<file path="config.mk">
export PLATFORM = sky130hd
export DESIGN_NAME = bit_packer_flat
export DESIGN_NICKNAME = d
export VERILOG_FILES = /design/src/codec_pkg.sv /design/src/coeff_stream_if.sv /design/src/bit_packer.sv /design/src/flat_wrapper.sv
export SDC_FILE = /design/constraint.sdc
export NUM_CORES = 1
export LEC_CHECK = 0
export BUFFER_PORTS_ARGS = -buffer_cell sky130_fd_sc_hd__buf_2
export CORE_MARGIN = 3
export CORE_UTILIZATION = 51
export DETAILED_ROUTE_END_ITERATION = 6
export PLACE_DENSITY = 0.83
export SETUP_SLACK_MARGIN = 0.4
export SLEW_MARGIN = 20
export SYNTH_ARGS = -nofsm -noshare
export SYNTH_HDL_FRONTEND = slang
export SYNTH_SLANG_ARGS = --single-unit
</file>
<file path="constraint.sdc">
create_clock -name clk -period 2.9 [get_ports clk]
set_clock_uncertainty 0.05 [all_clocks]
set_input_delay 0.29 -clock clk [delete_from_list [all_inputs] [get_ports clk]]
set_output_delay 0.29 -clock clk [all_outputs]
set_load 0.005 [all_outputs]
</file>
<file path="src/codec_pkg.sv">
`default_nettype none

package codec_pkg;

    ////////////////////////////////////////
    // Modulus arithmetic
    ////////////////////////////////////////

    // Prime modulus of the coefficient ring
    localparam int MODULUS = 3329;

    // Rounding offset, half the modulus
    localparam int MODULUS_HALF = 1664;

    // Fixed-point reciprocal of the modulus, scaled by 2^INV_SHIFT
    localparam int unsigned MODULUS_INV = 1290167;
    localparam int INV_SHIFT = 32;

    ////////////////////////////////////////
    // Block geometry
    ////////////////////////////////////////

    // Coefficients per polynomial block
    localparam int BLOCK_COEFFS = 256;

    // Widest packed field, d = 12 is the uncompressed case
    localparam int MAX_WIDTH = 12;

    ////////////////////////////////////////
    // Types
    ////////////////////////////////////////

    // Signed input coefficient, also carries a packed field
    typedef logic signed [15:0] coeff_t;

    // Field width d, legal range 1 to 12
    typedef logic [3:0] width_t;

    // One byte of the packed output stream
    typedef logic [7:0] byte_t;

    // Position of a coefficient inside its block
    typedef logic [$clog2(BLOCK_COEFFS)-1:0] coeff_idx_t;

endpackage

`default_nettype wire

</file>
<file path="src/coeff_stream_if.sv">
`default_nettype none

// Compressed coefficient stream, one field per transfer
interface coeff_stream_if;

    logic               valid;
    logic               ready;
    codec_pkg::coeff_t  field;
    codec_pkg::width_t  width;
    // High on the final field of a block
    logic               last;

    // Producer side
    modport source (
        output valid,
        output field,
        output width,
        output last,
        input  ready
    );

    // Consumer side
    modport sink (
        input  valid,
        input  field,
        input  width,
        input  last,
        output ready
    );

endinterface

`default_nettype wire

</file>
<file path="src/bit_packer.sv">
`default_nettype none

module bit_packer (
    input  wire                 clk,
    input  wire                 rst,
    coeff_stream_if.sink        in_i,
    output logic                byte_valid_o,
    input  wire                 byte_ready_i,
    output codec_pkg::byte_t    byte_o,
    output logic                byte_last_o
);

    // Pending bits, LSB is the next bit out
    logic [23:0]    acc;

    // Number of valid bits in acc, at most 7 + 12
    logic [4:0]     pend_cnt;

    // Last field of the block is inside acc
    logic           last_seen;

    logic           take;
    logic           put;
    logic [23:0]    field_ext;
    logic           final_byte;

    ////////////////////////////////////////
    // Handshakes
    ////////////////////////////////////////

    // Room for a new field only below one full byte
    assign in_i.ready   = (pend_cnt < 5'd8);

    // A byte is ready once eight bits are pending
    assign byte_valid_o = (pend_cnt >= 5'd8);

    assign take = byte_valid_o && byte_ready_i;
    assign put  = in_i.valid && in_i.ready;

    ////////////////////////////////////////
    // Accumulator
    ////////////////////////////////////////

    // Only the low field bits are ever meaningful
    assign field_ext = 24'(in_i.field[codec_pkg::MAX_WIDTH-1:0]);

    // New field lands just above the pending bits
    always_ff @(posedge clk) begin
        if (!rst) begin
            acc <= '0;
        end else if (take) begin
            acc <= acc >> 8;
        end else if (put) begin
            acc <= acc | (field_ext << pend_cnt);
        end
    end

    always_ff @(posedge clk) begin
        if (!rst) begin
            pend_cnt <= '0;
        end else if (take) begin
            pend_cnt <= pend_cnt - 5'd8;
        end else if (put) begin
            pend_cnt <= pend_cnt + 5'(in_i.width);
        end
    end

    ////////////////////////////////////////
    // Block end tracking
    ////////////////////////////////////////

    // This byte drains the accumulator completely
    assign final_byte = (pend_cnt == 5'd8);

    // 256 * d is a multiple of 8, so the block always ends on a byte edge
    always_ff @(posedge clk) begin
        if (!rst) begin
            last_seen <= 1'b0;
        end else if (take && final_byte) begin
            last_seen <= 1'b0;
        end else if (put && in_i.last) begin
            last_seen <= 1'b1;
        end
    end

    assign byte_o      = acc[7:0];
    assign byte_last_o = last_seen && final_byte;

endmodule

`default_nettype wire

</file>
<file path="src/flat_wrapper.sv">
// flat-port wrapper written by rule: the top's interface ports become plain ports
module bit_packer_flat 
  (clk, rst, byte_valid_o, byte_ready_i, byte_o, byte_last_o, in_i_valid, in_i_field, in_i_width, in_i_last, in_i_ready);
  coeff_stream_if in_i_i ();
  input  wire clk;
  input  wire rst;
  output logic byte_valid_o;
  input  wire byte_ready_i;
  output codec_pkg::byte_t byte_o;
  output logic byte_last_o;
  input wire logic [$bits(in_i_i.valid)-1:0] in_i_valid;
  input wire logic [$bits(in_i_i.field)-1:0] in_i_field;
  input wire logic [$bits(in_i_i.width)-1:0] in_i_width;
  input wire logic [$bits(in_i_i.last)-1:0] in_i_last;
  output wire logic [$bits(in_i_i.ready)-1:0] in_i_ready;
  assign in_i_i.valid = in_i_valid;
  assign in_i_i.field = in_i_field;
  assign in_i_i.width = in_i_width;
  assign in_i_i.last = in_i_last;
  assign in_i_ready = in_i_i.ready;
  bit_packer u_core (.clk(clk), .rst(rst), .in_i(in_i_i), .byte_valid_o(byte_valid_o), .byte_ready_i(byte_ready_i), .byte_o(byte_o), .byte_last_o(byte_last_o));
endmodule
</file>
==> impl_results.md, run 1 <==
- Crit path to: u_core.acc[0]
- Detailed placer's ending HPWL: 3990 um
- Starting Density: 55.3%
- CP max-delay cell: dfxtp_2
- Cell count after synthesis: 289
- PortBufs: 31
- Leakage: 0.00110 uW
- Synth top area share: 25.8%
- Slew @ Worst Pin: 0.566 ns
- Total GRT Usage: 21.6%
- # DRC: 0
- Vias in the first global route: 1869
- Crit-path max cell delay: 0.41 ns
- Worst path cell trace: clkinvlp_4, ha_1, nand2_1, nor2_2, nand3_1, o22ai_1, and2_1
- WP depth: 7
- Syn_nets: 321
- Worst Hold Class: primary input to flip-flop
- Vias per Instance: 5.98
- Pre-CTS WS: 0.484 ns
- Num CTS Buffers: 5
- Switching Share: 43.1%
- Top cells by area, synth: dfxtp_1, nand2_1, mux2i_1, mux4_2, nor2_1
- Clock network power share: 16.8%
- Synth Register Bits: 30
- EDFF count, synth: 0
- Pint: 1430 uW
- Maximum vdd drop: 0.580 mV
- Critical-path maximum fanout: 13
- Status: finished clean
- Num Clock Sinks: 30
- Setup crit start: u_core.pend_cnt[4]
- RR Endpoint: u_core.acc[0]
- Crit path capture type: flip-flop
- Placer Congestion: 0.873
- Max_slew headroom: 62.2%
- Detailed Route WL: 5540 um
- Tmin final: 2.21 ns
- Kind of critical path: flip-flop to flip-flop
- Share of layout cells above drive strength 1: 21.1%
- Die extent in y: 73.5 um
- Final worst slack: 0.695 ns
- H-tree levels: 2
- # rows: 23
- Most numerous cell in the Yosys netlist: nand2_1
- Worst Path Required: 3.08 ns
- Number of max-cap violations: 0
- Comb pwr share: 53.7%
- Sequential Power Share: 29.6%
- Grt ovf: 0
- Yosys top cell by area: dfxtp_1
- Hold_buf cts: 0
- R2r setup slk: 0.69 ns
- Ys async rst share: 0%
- Crit path buffers/inverters: 1
- Number of failing hold endpoints at the final stage: 0
- Psw: 1080 uW
- Final setup viols: 0
- DR iter-0 viols: 156
- Most used DFF post-synth: dfxtp_1
- Clock Latency Late Sink: 0.29 ns
- Crit path DAT: 2.39 ns
- Max-slew violations: 0
- Vias: 2116
- R2R Path Start: u_core.pend_cnt[4]
- NumNets Final: 335
- Post-synth top cells: nand2_1, dfxtp_1, nor2_1
- Drt first pass iters: 5
- Period utilization: 76.0%
- Largest delay share family, worst path: simple AND/OR/NAND/NOR gates
- ANT nets after route: 0
- Initial antenna violation count: 0
- CTS tree: yes
- Syn_area_per_cell: 8.04 um^2
- Diodes inserted: 0
- Startpoint Class: flip-flop
- Setup Buffers After CTS: 0
- Yosys warns: 0
- Post-DR wirelength/cell: 15.6 um
- DIE AREA: 5400 um^2
- Worst R2R Path Depth: 7
- CTS clk-pin slew, worst paths: 0.06 ns
- Fmax: 0.453 GHz
- Syn Std Cell Area: 2320 um^2
- Setup_tns: 0 ns
- Largest net degree at the start of global routing: 29
- Sequential area share after synthesis: 25.8%
- Global-route wire length before repair: 9050 um
- Layout area overhead: 7.32%
- Filler cell count: 395
- RSZ-0062 raised after global routing: false
- PwrDens: 1000 nW/um^2
- I/O pin cnt: 36
- Root Buffer: clkbuf_8
- Chip width: 73.5 um
- Core area: 4200 um^2
- Max Buffers Root-to-Sink: 2
- Synth cell types: 49
per-stage QoR:
step / cells / power (uW) / util, % / hold slack, ns / instance area (um^2)
global route: 354 / 2690 / 59.4 / 0.383 / 2490
global placement: 346 / 2020 / 56.6 / 0.390 / 2380
CTS: 354 / 2490 / 59.2 / 0.360 / 2490
floorplan: 289 / 1850 / - / 0.365 / 2320
detailed placement: 346 / 2070 / 56.6 / 0.393 / 2380
finish: 354 / 2500 / 59.4 / 0.376 / 2490
timing repair:
item,CTS,global route
gates resized for setup,0,3
endpoints found under the hold margin,0,0
endpoints found under the setup margin,0,14
routing by layer:
metal | routed length (um) | GRT usage (%) | part of all wire, % | vias to the layer above
met5 | 0 | 0 | 0 | -
met4 | 67 | 7.85 | 1.2 | 0
met3 | 391 | 6.16 | 7.1 | 5
met2 | 2570 | 33.3 | 46 | 79
met1 | 2500 | 28.7 | 45 | 992
li1 | - | - | - | 1040
power groups by stage:
| stage | clock network, uW | registers (uW) | logic (uW) |
|---|---|---|---|
| 2_1_floorplan | 0 | 651 | 1200 |
| 3_3_place_gp | 0 | 733 | 1290 |
| 3_5_place_dp | 0 | 738 | 1330 |
| 4_1_cts | 422 | 732 | 1340 |
| 5_1_grt | 444 | 764 | 1490 |
| 6_report | 420 | 740 | 1340 |
cell type report:
type / count / area, um^2 / share of cell area (%)
clock buffers: 5 / 68.8 / 2.76
clock inverters: 3 / 40.0 / 1.60
inverters: 9 / 37.5 / 1.50
multi-input cells: 221 / 1490 / 59.7
flip-flops and latches: 30 / 603 / 24.2
well taps: 50 / 62.6 / 2.51
repair buffers: 36 / 193 / 7.72
worst min path at each step:
| stage | from | end | slack, ns | cells after the start |
|---|---|---|---|---|
| global placement | u_core.acc[17] | u_core.acc[17] | 0.39 | 2 |
| global route | in_i_valid | u_core.acc[18] | 0.38 | 3 |
| floorplan | rst | u_core.acc[10] | 0.37 | 1 |
| finish | in_i_valid | u_core.acc[17] | 0.38 | 3 |
| detailed placement | u_core.acc[17] | u_core.acc[17] | 0.39 | 2 |
| CTS | in_i_valid | u_core.acc[17] | 0.36 | 3 |
sequential cells by signal, summed over array words and instances, names as in the netlist:
| signal | count |
|---|---|
| u_core.last_seen | 1 |
| u_core.acc | 24 |
| u_core.pend_cnt | 5 |
placed cells by master, fill, tap and decap left out, drive strengths merged, types with 3 or more instances in the layout:
cell type / n
buf: 36
mux2i: 16
o22ai: 9
nand3b: 3
a21o: 5
a22o: 3
clkbuf: 5
a21boi: 3
dfxtp: 30
o21ai: 25
mux2: 8
and2: 9
nand2: 46
a21oi: 10
mux4: 7
ha: 6
inv: 7
clkinv: 3
nor2b: 4
nor2: 28
o211ai: 4
nand3: 9
xnor2: 3
tightest hold or removal path, cell delays in order:
cell and delay (ns):
buf_2 0.12, nand4_1 0.16, o21ai_1 0.10
cells by family after synthesis:
family | synth area share, %
and+or+nand+nor | 21.0
AOI/OAI and AO/OA | 19.9
buffers and inverters | 10.1
muxes | 18.0
DFF | 25.8
adders and majority gates | 4.09
xor gates and xnor gates | 1.13
(Power assumes the default switching activity.)
==> run 2: changes to the inputs <==
- PLACE_DENSITY: 0.83 -> 0.86
- clock period: 2.9 -> 1.95 ns (I/O delays scaled with it)
==> run 2 against run 1 <==
Against the previous run: the run now ends with design-rule violations, negative setup slack left; maximum frequency up 8.4%; final area increased by 33%; register-to-register slack worse by 0.78 ns; clock-buffer cell count up 1; critical endpoint is now u_core.acc[16].
==> impl_results.md, run 2 (synthesis gave the netlist of run 1 again) <==
- Status: finished, violations left (was finished clean)
- Vias: 2625 (was 2116)
- Fin cells: 393 (was 354)
- Hold path cells: 3 (unchanged)
- Total GRT Usage: 26.2% (was 21.6%)
- Starting Density: 55.3% (unchanged)
- Max-slew violations: 0 (unchanged)
- Most flops, register: u_core.acc (unchanged)
- RR Endpoint: u_core.acc[16] (was u_core.acc[0])
- Number of failing hold endpoints at the final stage: 0 (unchanged)
- Startpoint Class: flip-flop (unchanged)
- Hold endpoint: u_core.acc[9] (was u_core.acc[17])
- DIE AREA: 5400 um^2 (unchanged)
- # rows: 23 (unchanged)
- Max Buffers Root-to-Sink: 2 (unchanged)
- Leakage: 0.00140 uW (was 0.00110 uW)
- HP Start: rst (was in_i_valid)
- Worst Path Required: 2.10 ns (was 3.08 ns)
- Worst R2R Path Depth: 6 (was 7)
- Setup_tns: -0.115 ns (was 0 ns)
- Maximum vdd drop: 1.03 mV (was 0.580 mV)
- Global-route wire length before repair: 10800 um (was 9050 um)
- Critical-path maximum fanout: 10 (was 13)
- Die extent in y: 73.5 um (unchanged)
- Initial antenna violation count: 0 (unchanged)
- # DRC: 3 (was 0)
- Share of layout cells above drive strength 1: 47.2% (was 21.1%)
- CTS clk-pin slew, worst paths: 0.07 ns (was 0.06 ns)
- Commonest non-fill, non-tap cells in the layout: nand2_1, buf_2, buf_4, dfxtp_1, nor2_1 (was nand2_1, buf_2, dfxtp_1, nor2_1, mux2i_1)
- RSZ-0062 raised after global routing: true (was false)
- Chip width: 73.5 um (unchanged)
- R2R Path Start: u_core.pend_cnt[2] (was u_core.pend_cnt[4])
- Detailed placer's ending HPWL: 4110 um (was 3990 um)
- Tmin final: 2.03 ns (was 2.21 ns)
- Final worst slack: -0.0842 ns (was 0.695 ns)
- Clock Latency Late Sink: 0.30 ns (was 0.29 ns)
- Num CTS Buffers: 5 (unchanged)
- Worst Hold Class: primary input to flip-flop (unchanged)
- Root Buffer: clkbuf_8 (unchanged)
- Diodes inserted: 0 (unchanged)
- CTS tree: yes (unchanged)
- Layout area overhead: 42.7% (was 7.32%)
- Filler cell count: 220 (was 395)
- Largest net degree at the start of global routing: 26 (was 29)
- Drt first pass iters: 7 (was 5)
- I/O pin cnt: 36 (unchanged)
- Hold_buf cts: 0 (unchanged)
- R2r setup slk: -0.08 ns (was 0.69 ns)
- Regs by FF count: u_core.acc: 24 flops, u_core.pend_cnt: 5 flops, u_core.last_seen: 1 flops (unchanged)
- Largest register FFs: 24 (unchanged)
- Detailed Route WL: 8670 um (was 5540 um)
- Core area: 4200 um^2 (unchanged)
- PortBufs: 31 (unchanged)
- Number of max-cap violations: 0 (unchanged)
- Slew @ Worst Pin: 0.607 ns (was 0.566 ns)
- Num Clock Sinks: 30 (unchanged)
- Kind of critical path: flip-flop to flip-flop (unchanged)
- Crit path capture type: flip-flop (unchanged)
- Most common cell after layout, fill and taps aside: nand2_1 (unchanged)
- Final setup viols: 2 (was 0)
- Area after DPL: 2500 um^2 (was 2380 um^2)
- Vias per Instance: 6.68 (was 5.98)
- DR iter-0 viols: 451 (was 156)
- Failing checks: design-rule violations, negative setup slack
- Vias in the first global route: 2233 (was 1869)
- NumNets Final: 374 (was 335)
- Fmax: 0.492 GHz (was 0.453 GHz)
- Post-DR wirelength/cell: 22.1 um (was 15.6 um)
- Crit path DAT: 2.18 ns (was 2.39 ns)
- Period utilization: 104% (was 76.0%)
- Placer Congestion: 0.882 (was 0.873)
- Final Cell Area: 3320 um^2 (was 2490 um^2)
- Max_slew headroom: 59.1% (was 62.2%)
- PwrDens: 1600 nW/um^2 (was 1000 nW/um^2)
- Grt ovf: 0 (unchanged)
- H-tree levels: 2 (unchanged)
- ANT nets after route: 0 (unchanged)
- Placed Cells: 349 (was 346)
==> run 2: stage by stage <==
stage	setup WS, ns	hold WS (ns)	utilization, %	total power, uW
2_1_floorplan	0.342	0.270	-	2900
3_3_place_gp	0.160	0.391	59.5	3170
3_5_place_dp	0.0739	0.390	59.5	3260
4_1_cts	0.179	0.282	68.9	4310
5_1_grt	-0.0642	0.331	79.0	5550
6_report	-0.0842	0.302	79.0	5320
==> run 2: critical path, cell delays in order, from the launching register on <==
cell     delay [ns]
dfxtp_4        0.44
buf_6          0.13
buf_4          0.17
inv_1          0.13
o21ai_0        0.53
a21oi_1        0.17
o31ai_1        0.31
==> run 2: worst max path at each step <==
stage / from / endpoint / slack, ns / depth (start not counted)
finish: u_core.pend_cnt[2] / u_core.acc[16] / -0.08 / 6
global route: u_core.pend_cnt[0] / u_core.pend_cnt[4] / -0.06 / 8
CTS: u_core.pend_cnt[0] / u_core.pend_cnt[4] / 0.18 / 8
detailed placement: u_core.pend_cnt[2] / u_core.acc[10] / 0.07 / 5
global placement: u_core.pend_cnt[2] / u_core.acc[10] / 0.16 / 5
floorplan: u_core.pend_cnt[0] / u_core.pend_cnt[4] / 0.34 / 8
==> run 2: timing repair <==
action | CTS | global route
setup endpoints to repair | 30 | 30
pin swaps | 12 | 20
gates resized for setup | 35 | 55
buffers inserted | 14 | 19
gates cloned | 2 | 1
==> run 2: cell type report <==
cell class	count	area, um^2	area share (%)
Multi-Input combinational cell	222	1890	56.9
Sequential cell	30	619	18.7
Timing Repair Buffer	74	602	18.1
Clock buffer	6	82.6	2.49
Tap cell	50	62.6	1.89
Inverter	9	51.3	1.55
Clock inverter	2	12.5	0.377
==> run 2: routing by layer <==
| metal | GRT usage [%] | part of all wire, % | vias to the layer above |
|---|---|---|---|
| li1 | - | - | 1127 |
| met1 | 31.8 | 35 | 1201 |
| met2 | 45.4 | 49 | 229 |
| met3 | 5.06 | 9.9 | 68 |
| met4 | 10.3 | 5.6 | 0 |
| met5 | 0 | 0 | - |
==> run 2: power by group <==
part | total, uW | switching [uW] | internal [uW]
Sequential | 1080 | 198 | 880
Combinational | 3700 | 1920 | 1770
Clock | 548 | 265 | 283
